--- src/ex_pkg.sv ---
//////////////////////////////
// Shared widths, opcodes and port bundles of the execute stage
// Integer only. No FPU, vector or dot-product opcodes
// Opcode encodings are fixed and decoded by ID as is
//////////////////////////////

package ex_pkg;

  localparam int XLEN       = 32;  // Datapath width
  localparam int REG_ADDR_W = 6;   // Regfile address incl. upper bank bit

  //////////////////////////////
  // Opcodes
  //////////////////////////////

  // ALU opcodes, branch compares share the SLT comparator
  typedef enum logic [3:0] {
    ALU_ADD  = 4'd0,
    ALU_SUB  = 4'd1,
    ALU_AND  = 4'd2,
    ALU_OR   = 4'd3,
    ALU_XOR  = 4'd4,
    ALU_SLL  = 4'd5,
    ALU_SRL  = 4'd6,
    ALU_SRA  = 4'd7,
    ALU_SLT  = 4'd8,
    ALU_SLTU = 4'd9,
    ALU_EQ   = 4'd10,  // Branch compares from here on
    ALU_NE   = 4'd11,
    ALU_LT   = 4'd12,
    ALU_GE   = 4'd13,
    ALU_LTU  = 4'd14,
    ALU_GEU  = 4'd15
  } alu_op_e;

  typedef enum logic [1:0] {
    MUL_LO  = 2'd0,  // Low word, single cycle
    MUL_MAC = 2'd1,  // Low word plus operand C
    MUL_HS  = 2'd2,  // High word signed x signed, two cycles
    MUL_HU  = 2'd3   // High word unsigned x unsigned, two cycles
  } mult_op_e;

  //////////////////////////////
  // Bundles
  //////////////////////////////

  typedef struct packed {
    logic            en;
    alu_op_e         op;
    logic [XLEN-1:0] operand_a;
    logic [XLEN-1:0] operand_b;
    logic [XLEN-1:0] operand_c;  // Jump target rides here
  } alu_req_t;

  typedef struct packed {
    logic            en;
    mult_op_e        op;
    logic [XLEN-1:0] operand_a;
    logic [XLEN-1:0] operand_b;
    logic [XLEN-1:0] operand_c;  // Accumulator for MAC
  } mult_req_t;

  // Regfile write port
  typedef struct packed {
    logic                  we;
    logic [REG_ADDR_W-1:0] waddr;
    logic [XLEN-1:0]       wdata;
  } rf_wr_t;

endpackage

--- src/ex_alu.sv ---
//////////////////////////////
// Purely combinational ALU with one shared comparator
// Shift amount is operand B bits 4:0 only
// cmp_result_o is zero for non-compare opcodes
//////////////////////////////

`timescale 1ns/1ps

module ex_alu (
  input  ex_pkg::alu_req_t            alu_req_i,
  output logic [ex_pkg::XLEN-1:0]     result_o,
  output logic                        cmp_result_o
);

  logic [ex_pkg::XLEN-1:0] op_a;
  logic [ex_pkg::XLEN-1:0] op_b;
  logic [4:0]              shamt;
  logic                    cmp_signed;  // Signed compare select
  logic [ex_pkg::XLEN:0]   cmp_a;       // Operands extended by one bit
  logic [ex_pkg::XLEN:0]   cmp_b;
  logic [ex_pkg::XLEN:0]   cmp_diff;
  logic                    is_lt;
  logic                    is_eq;
  logic                    cmp_bit;

  assign op_a  = alu_req_i.operand_a;
  assign op_b  = alu_req_i.operand_b;
  assign shamt = op_b[4:0];

  //////////////////////////////
  // Comparator
  //////////////////////////////

  assign cmp_signed = (alu_req_i.op == ex_pkg::ALU_SLT) ||
                      (alu_req_i.op == ex_pkg::ALU_LT)  ||
                      (alu_req_i.op == ex_pkg::ALU_GE);

  // 33-bit difference never overflows, so its MSB is the less-than flag
  assign cmp_a    = {cmp_signed & op_a[ex_pkg::XLEN-1], op_a};
  assign cmp_b    = {cmp_signed & op_b[ex_pkg::XLEN-1], op_b};
  assign cmp_diff = cmp_a - cmp_b;
  assign is_lt    = cmp_diff[ex_pkg::XLEN];
  assign is_eq    = (op_a == op_b);

  always_comb begin
    case (alu_req_i.op)
      ex_pkg::ALU_EQ:                   cmp_bit = is_eq;
      ex_pkg::ALU_NE:                   cmp_bit = ~is_eq;
      ex_pkg::ALU_SLT, ex_pkg::ALU_SLTU,
      ex_pkg::ALU_LT,  ex_pkg::ALU_LTU: cmp_bit = is_lt;
      ex_pkg::ALU_GE,  ex_pkg::ALU_GEU: cmp_bit = ~is_lt;
      default:                          cmp_bit = 1'b0;  // Arith and logic ops
    endcase
  end

  assign cmp_result_o = cmp_bit;

  //////////////////////////////
  // Result mux
  //////////////////////////////

  always_comb begin
    case (alu_req_i.op)
      ex_pkg::ALU_ADD: result_o = op_a + op_b;
      ex_pkg::ALU_SUB: result_o = op_a - op_b;
      ex_pkg::ALU_AND: result_o = op_a & op_b;
      ex_pkg::ALU_OR:  result_o = op_a | op_b;
      ex_pkg::ALU_XOR: result_o = op_a ^ op_b;
      ex_pkg::ALU_SLL: result_o = op_a << shamt;
      ex_pkg::ALU_SRL: result_o = op_a >> shamt;
      ex_pkg::ALU_SRA: result_o = $unsigned($signed(op_a) >>> shamt);  // Sign fill
      default:         result_o = {{(ex_pkg::XLEN-1){1'b0}}, cmp_bit};  // All compares
    endcase
  end

endmodule

--- src/ex_mult.sv ---
//////////////////////////////
// Integer multiplier on one 33x33 signed array
// MUL_LO and MUL_MAC finish in the request cycle
// MUL_HS and MUL_HU stall one cycle and then hold in HIGH
// until ex_ready_i. Request must stay stable meanwhile
//////////////////////////////

`timescale 1ns/1ps

module ex_mult (
  input  logic                        clk,
  input  logic                        rst_n,
  input  ex_pkg::mult_req_t           mult_req_i,
  input  logic                        ex_ready_i,
  output logic [ex_pkg::XLEN-1:0]     result_o,
  output logic                        valid_o,
  output logic                        ready_o,
  output logic                        multicycle_o
);

  typedef enum logic {
    IDLE = 1'b0,
    HIGH = 1'b1   // Upper half registered, waiting for EX to move
  } mult_state_e;

  mult_state_e state_q, state_d;

  logic                            is_high_op;
  logic                            op_signed;
  logic signed [ex_pkg::XLEN:0]    op_a_ext;
  logic signed [ex_pkg::XLEN:0]    op_b_ext;
  logic signed [2*ex_pkg::XLEN-1:0] prod;
  logic [ex_pkg::XLEN-1:0]         prod_lo;
  logic [ex_pkg::XLEN-1:0]         prod_hi;
  logic [ex_pkg::XLEN-1:0]         hi_q;     // Stored upper half

  assign is_high_op = (mult_req_i.op == ex_pkg::MUL_HS) ||
                      (mult_req_i.op == ex_pkg::MUL_HU);
  assign op_signed  = (mult_req_i.op == ex_pkg::MUL_HS);

  // Low word is the same for either extension
  assign op_a_ext = {op_signed & mult_req_i.operand_a[ex_pkg::XLEN-1], mult_req_i.operand_a};
  assign op_b_ext = {op_signed & mult_req_i.operand_b[ex_pkg::XLEN-1], mult_req_i.operand_b};
  assign prod     = op_a_ext * op_b_ext;  // Low 64 bits of the exact product
  assign prod_lo  = prod[ex_pkg::XLEN-1:0];
  assign prod_hi  = prod[2*ex_pkg::XLEN-1:ex_pkg::XLEN];

  //////////////////////////////
  // Sequencer
  //////////////////////////////

  always_comb begin
    state_d = state_q;
    ready_o = 1'b1;
    valid_o = 1'b0;
    case (state_q)
      IDLE: begin
        if (mult_req_i.en) begin
          if (is_high_op) begin
            ready_o = 1'b0;      // Stall EX one cycle
            state_d = HIGH;
          end else begin
            valid_o = 1'b1;      // Single cycle op done
          end
        end
      end
      HIGH: begin
        valid_o = 1'b1;
        if (ex_ready_i) begin
          state_d = IDLE;        // Result consumed
        end
      end
      default: state_d = IDLE;
    endcase
  end

  always_ff @(posedge clk or negedge rst_n) begin
    if (!rst_n) begin
      state_q <= IDLE;
    end else begin
      state_q <= state_d;
    end
  end

  // Capture upper half on entry to HIGH
  always_ff @(posedge clk) begin
    if (state_q == IDLE && mult_req_i.en && is_high_op) begin
      hi_q <= prod_hi;
    end
  end

  //////////////////////////////
  // Result
  //////////////////////////////

  always_comb begin
    if (state_q == HIGH) begin
      result_o = hi_q;
    end else begin
      case (mult_req_i.op)
        ex_pkg::MUL_LO:  result_o = prod_lo;
        ex_pkg::MUL_MAC: result_o = prod_lo + mult_req_i.operand_c;
        default:         result_o = prod_hi;  // Not yet valid in IDLE
      endcase
    end
  end

  assign multicycle_o = (state_q == HIGH);

endmodule

--- src/ex_stage.sv ---
//////////////////////////////
// Execute stage top with ALU, multiplier and writeback
// ID must hold requests stable while ex_ready_o is low
//////////////////////////////

`timescale 1ns/1ps

module ex_stage (
  input  logic                          clk,
  input  logic                          rst_n,
  input  ex_pkg::alu_req_t              alu_req_i,
  input  ex_pkg::mult_req_t             mult_req_i,
  input  logic                          csr_access_i,
  input  logic [ex_pkg::XLEN-1:0]       csr_rdata_i,
  input  logic                          regfile_alu_we_i,
  input  logic [ex_pkg::REG_ADDR_W-1:0] regfile_alu_waddr_i,
  input  logic                          regfile_we_i,
  input  logic [ex_pkg::REG_ADDR_W-1:0] regfile_waddr_i,
  input  logic                          lsu_en_i,
  input  logic [ex_pkg::XLEN-1:0]       lsu_rdata_i,
  input  logic                          lsu_err_i,
  input  logic                          lsu_ready_i,
  input  logic                          wb_ready_i,
  input  logic                          branch_in_ex_i,
  output ex_pkg::rf_wr_t                fw_o,
  output ex_pkg::rf_wr_t                wb_o,
  output logic                          branch_decision_o,
  output logic [ex_pkg::XLEN-1:0]       jump_target_o,
  output logic                          mult_multicycle_o,
  output logic                          ex_ready_o,
  output logic                          ex_valid_o
);

  logic [ex_pkg::XLEN-1:0] alu_result;
  logic [ex_pkg::XLEN-1:0] mult_result;
  logic                    mult_valid;
  logic                    mult_ready;

  assign jump_target_o = alu_req_i.operand_c;  // Target computed in ID

  ex_alu alu_inst (
    .alu_req_i    (alu_req_i),
    .result_o     (alu_result),
    .cmp_result_o (branch_decision_o)
  );

  ex_mult mult_inst (
    .clk          (clk),
    .rst_n        (rst_n),
    .mult_req_i   (mult_req_i),
    .ex_ready_i   (ex_ready_o),       // Releases HIGH state
    .result_o     (mult_result),
    .valid_o      (mult_valid),
    .ready_o      (mult_ready),
    .multicycle_o (mult_multicycle_o)
  );

  ex_writeback writeback_inst (
    .clk                 (clk),
    .rst_n               (rst_n),
    .alu_en_i            (alu_req_i.en),
    .alu_result_i        (alu_result),
    .mult_valid_i        (mult_valid),
    .mult_result_i       (mult_result),
    .mult_ready_i        (mult_ready),
    .csr_access_i        (csr_access_i),
    .csr_rdata_i         (csr_rdata_i),
    .regfile_alu_we_i    (regfile_alu_we_i),
    .regfile_alu_waddr_i (regfile_alu_waddr_i),
    .regfile_we_i        (regfile_we_i),
    .regfile_waddr_i     (regfile_waddr_i),
    .lsu_en_i            (lsu_en_i),
    .lsu_rdata_i         (lsu_rdata_i),
    .lsu_err_i           (lsu_err_i),
    .lsu_ready_i         (lsu_ready_i),
    .wb_ready_i          (wb_ready_i),
    .branch_in_ex_i      (branch_in_ex_i),
    .fw_o                (fw_o),
    .wb_o                (wb_o),
    .ex_ready_o          (ex_ready_o),
    .ex_valid_o          (ex_valid_o)
  );

endmodule

--- src/ex_writeback.sv ---
//////////////////////////////
// Forwarding port merge, EX/WB load register and stall logic
// wb_o.wdata is the raw LSU data of the WB cycle
// ex_valid_o never looks at ex_ready_o
//////////////////////////////

`timescale 1ns/1ps

module ex_writeback (
  input  logic                          clk,
  input  logic                          rst_n,
  input  logic                          alu_en_i,
  input  logic [ex_pkg::XLEN-1:0]       alu_result_i,
  input  logic                          mult_valid_i,
  input  logic [ex_pkg::XLEN-1:0]       mult_result_i,
  input  logic                          mult_ready_i,
  input  logic                          csr_access_i,
  input  logic [ex_pkg::XLEN-1:0]       csr_rdata_i,
  input  logic                          regfile_alu_we_i,
  input  logic [ex_pkg::REG_ADDR_W-1:0] regfile_alu_waddr_i,
  input  logic                          regfile_we_i,
  input  logic [ex_pkg::REG_ADDR_W-1:0] regfile_waddr_i,
  input  logic                          lsu_en_i,
  input  logic [ex_pkg::XLEN-1:0]       lsu_rdata_i,
  input  logic                          lsu_err_i,
  input  logic                          lsu_ready_i,
  input  logic                          wb_ready_i,
  input  logic                          branch_in_ex_i,
  output ex_pkg::rf_wr_t                fw_o,
  output ex_pkg::rf_wr_t                wb_o,
  output logic                          ex_ready_o,
  output logic                          ex_valid_o
);

  logic                          units_ready;  // All EX users can advance
  logic                          load_we;      // Load writes back, no bus error
  logic                          wb_we_q;
  logic [ex_pkg::REG_ADDR_W-1:0] wb_waddr_q;

  //////////////////////////////
  // Forwarding port
  //////////////////////////////

  always_comb begin
    fw_o.we    = regfile_alu_we_i;
    fw_o.waddr = regfile_alu_waddr_i;
    if (csr_access_i) begin
      fw_o.wdata = csr_rdata_i;       // CSR read wins
    end else if (mult_valid_i) begin
      fw_o.wdata = mult_result_i;
    end else if (alu_en_i) begin
      fw_o.wdata = alu_result_i;
    end else begin
      fw_o.wdata = '0;
    end
  end

  //////////////////////////////
  // Stall and valid
  //////////////////////////////

  assign units_ready = mult_ready_i & lsu_ready_i & wb_ready_i;
  assign ex_ready_o  = units_ready | branch_in_ex_i;  // Branches retire in EX
  assign ex_valid_o  = (alu_en_i | mult_valid_i | csr_access_i | lsu_en_i) & units_ready;

  //////////////////////////////
  // EX/WB load register
  //////////////////////////////

  assign load_we = regfile_we_i & ~lsu_err_i;

  always_ff @(posedge clk or negedge rst_n) begin
    if (!rst_n) begin
      wb_we_q <= 1'b0;
    end else if (ex_valid_o) begin
      wb_we_q <= load_we;        // wb_ready_i implied by valid
    end else if (wb_ready_i) begin
      wb_we_q <= 1'b0;           // Bubble drains the slot
    end
  end

  // Address only moves with a real write
  always_ff @(posedge clk) begin
    if (ex_valid_o && load_we) begin
      wb_waddr_q <= regfile_waddr_i;
    end
  end

  always_comb begin
    wb_o.we    = wb_we_q;
    wb_o.waddr = wb_waddr_q;
    wb_o.wdata = lsu_rdata_i;    // Data arrives in WB cycle
  end

endmodule

--- config.mk ---
export PLATFORM = sky130hd
export DESIGN_NAME = ex_stage
export DESIGN_NICKNAME = d
export VERILOG_FILES = /design/src/ex_pkg.sv /design/src/ex_alu.sv /design/src/ex_mult.sv /design/src/ex_stage.sv /design/src/ex_writeback.sv
export SDC_FILE = /design/constraint.sdc
export NUM_CORES = 2
export LEC_CHECK = 0
export BUFFER_PORTS_ARGS = -buffer_cell sky130_fd_sc_hd__clkbuf_2
export CAP_MARGIN = 0
export CORE_MARGIN = 10
export CORE_UTILIZATION = 61
export DETAILED_ROUTE_END_ITERATION = 16
export PLACE_DENSITY_LB_ADDON = 0.1
export SYNTH_ARGS = -nofsm -noshare
export SYNTH_HDL_FRONTEND = slang
export SYNTH_SLANG_ARGS = --single-unit
--- constraint.sdc ---
create_clock -name clk -period 41.6 [get_ports clk]
set_input_delay 10.4 -clock clk [delete_from_list [all_inputs] [get_ports clk]]
set_output_delay 10.4 -clock clk [all_outputs]
set_load 0.1 [all_outputs]
==> results.toml <==
[status]
status = "finished, final reports clean"

[synth]
synth_edf_count = 38
avgSynthCellArea_um2 = 8.561
yosysTopAreaCell = "fa_1"
synth_ff_type = "edfxtp_1"
yosys-top-cells-area = "fa_1 44%, inv_1 9.1%, ha_1 8.4%, nand2_1 6.0%, and2_1 5.1%"
ys_types = 94
synth_nets = 7716
synth_top_area_share = 0.4425
syn_area_mm2 = 0.05103
synth_cells = 5960
yosysWarnings = 0
synth_seq_cells = 40
ys_seq_area_frac = 0.02334
ys_async_sr_fraction = 0.05000

[route]
wl_per_cell_um = 25.50
vias_per_cell = 6.208
drtIter0Drc = 4188
drc_errors = 0
ant_nets = 0
vias = 43237
wirelength_um = 177600
firstDrtPassIters = 6

[floorplan]
fp.dieArea_mm2 = 0.09562
core_region_area_mm2 = 0.08329
die_w_um = 309.2
initial_utilization = 0.6126
ios = 400
num_rows = 106
die_h_um = 309.2

[timing]
fin_setup_tns_ps = 0
slew_viol_final = 0
finalSetupViolations = 0
slew_headroom = 0.1545
rsz0062_at_grt = "false"
hold_viol = 0
fin_crit_ps = 31050
worst_slew_pin_slew_ps = 1266
fmax_mhz = 32.21
final.period_utilization = 0.7464
fin_skew_ps = 32.11

[global_routing]
overflow = 0
antenna_found_initial = 12
grt_pass1_wl_um = 271700
grt_max_degree = 61
grt_pass1_vias = 45240
track_usage = 0.3745

[hold_path]
worstHoldStart = "writeback_inst.wb_we_q"
hold_end = "writeback_inst.wb_we_q"
whs_path_depth = 1
hp-class = "register to register"

[cts]
cts_tree = "done"
cts_sinks = 40
clockBufferDepth = 2
cts_buffers = 5
clock-root-buffer = "clkbuf_16"
cts_setup_buffers = 0
ctsHoldBuffers = 0
post_cts_resize_count = 0
htreeDepth = 2
clock_latency_ps = 340
cts.clk_slew.worst_paths_ps = 100

[worst_setup_path]
critPathMaxFanout = 33
critPathCaptureType = "primary output"
ff2ff_path_depth = 6
cpPeakStageDelay_ps = 620
r2r-end = "writeback_inst.wb_waddr_q[0]"
path_class = "primary input to primary output"
critical_path_required_ps = 31200
cpMaxStageDelayCell = "a221oi_1"
arrival_ps = 20650
start_kind = "primary input"
r2r_start = "mult_inst.multicycle_o"
rrSetupSlack_ps = 39270

[placement]
numPortBuffers = 257
hpwlAfterDp_um = 143600
gp_congestion = 1.050

[finish]
final_cell_mix = "1242 x inv_1, 1128 x fa_1, 813 x nand2_1, 418 x and2_1, 342 x ha_1"
syn_to_final_growth_pct = 2.859
drive_above_1_share = 0.07359
final_common_cell = "inv_1"
final_nets = 7639

[job]
max_cap_violations = 0
cell families (layout without fill, tap and decap cells):
family | Yosys count | count (layout) | synth area share
flip-flops | 40 | 40 | 0.02334
AND/OR/NAND/NOR | 1751 | 1751 | 0.1627
multiplexers | 129 | 129 | 0.03467
AO/OA/AOI/OAI | 802 | 802 | 0.1047
buffers and inverters | 1651 | 1575 | 0.1281
adder cells (fa/ha/maj) | 1470 | 1470 | 0.5264
XOR/XNOR | 117 | 117 | 0.02008
other | 0 | 1 | 0
Yosys cell counts (all sizes together), types with 15 or more instances:
library cell / n
nor3: 55
a2111oi: 16
or2: 26
a21o: 53
a31oi: 28
o211ai: 35
nand2b: 32
clkbuf: 299
o21a: 25
edfxtp: 38
inv: 1245
mux2i: 71
fa: 1128
a21oi: 202
mux2: 22
and2: 418
o21bai: 27
o21ai: 165
o41ai: 17
buf: 107
nand4: 17
ha: 342
nand2: 813
xnor2: 92
and3: 35
a221oi: 24
o31ai: 19
a22oi: 15
mux4: 36
o22ai: 18
nand3: 68
or3: 17
a211oi: 40
xor2: 25
nor2: 215
worst max-delay path by stage:
stage                    from  endpoint  cells after the start
6_report       mult_req_i[78]  fw_o[23]                     35
5_1_grt        mult_req_i[78]  fw_o[27]                     36
4_1_cts        mult_req_i[78]  fw_o[23]                     35
3_5_place_dp   mult_req_i[78]  fw_o[27]                     36
3_3_place_gp   mult_req_i[32]  fw_o[27]                     36
2_1_floorplan  mult_req_i[32]  fw_o[30]                     29
layout make-up:
cell class | count | area [um^2]
diodes | 1 | 2.502
clock buffers | 5 | 125.1
clock inverters | 3 | 47.55
fillers | 7332 | 30800
inverters | 1245 | 4673
multi-input cells | 4269 | 43320
flip-flops and latches | 40 | 1191
well taps | 1080 | 1351
repair buffers | 322 | 1777
metrics by stage:
stage | cell area (um^2) | std cells | hold slack [ps] | utilization | setup WS (ps)
after detailed placement | 52310 | 6956 | 479.1 | 0.6281 | 10730
after floorplan | 51030 | 5960 | 454.9 | - | 10780
after global routing | 52480 | 6964 | 544.9 | 0.6301 | 10110
after CTS | 52480 | 6964 | 498.8 | 0.6301 | 10720
final | 52490 | 6965 | 498.0 | 0.6302 | 10550
after global placement | 52310 | 6956 | 465.7 | 0.6281 | 10940
layer usage:
metal,share of wire,track usage,vias up
met4,0.053,0.1683,18
met3,0.12,0.08500,562
li1,-,-,18235
met1,0.38,0.4929,21900
met2,0.45,0.5895,2522
met5,0.00065,0,-
registers in the layout, summed over array words and instances, names as in the netlist:
name,cells
mult_inst.hi_q,32
writeback_inst.wb_waddr_q,6
mult_inst.multicycle_o,1
writeback_inst.wb_we_q,1
worst max-delay path, delay by kind of cell:
| family | cells | cell delay (ps) |
|---|---|---|
| AOI/OAI and AO/OA | 12 | 3280 |
| adders and majority gates | 10 | 4250 |
| buffers and inverters | 8 | 1220 |
| xor gates and xnor gates | 2 | 280 |
| and+or+nand+nor | 3 | 1200 |
Power is not shown: default switching activity piles up to over one toggle a cycle in this logic, so the estimate is an artifact.
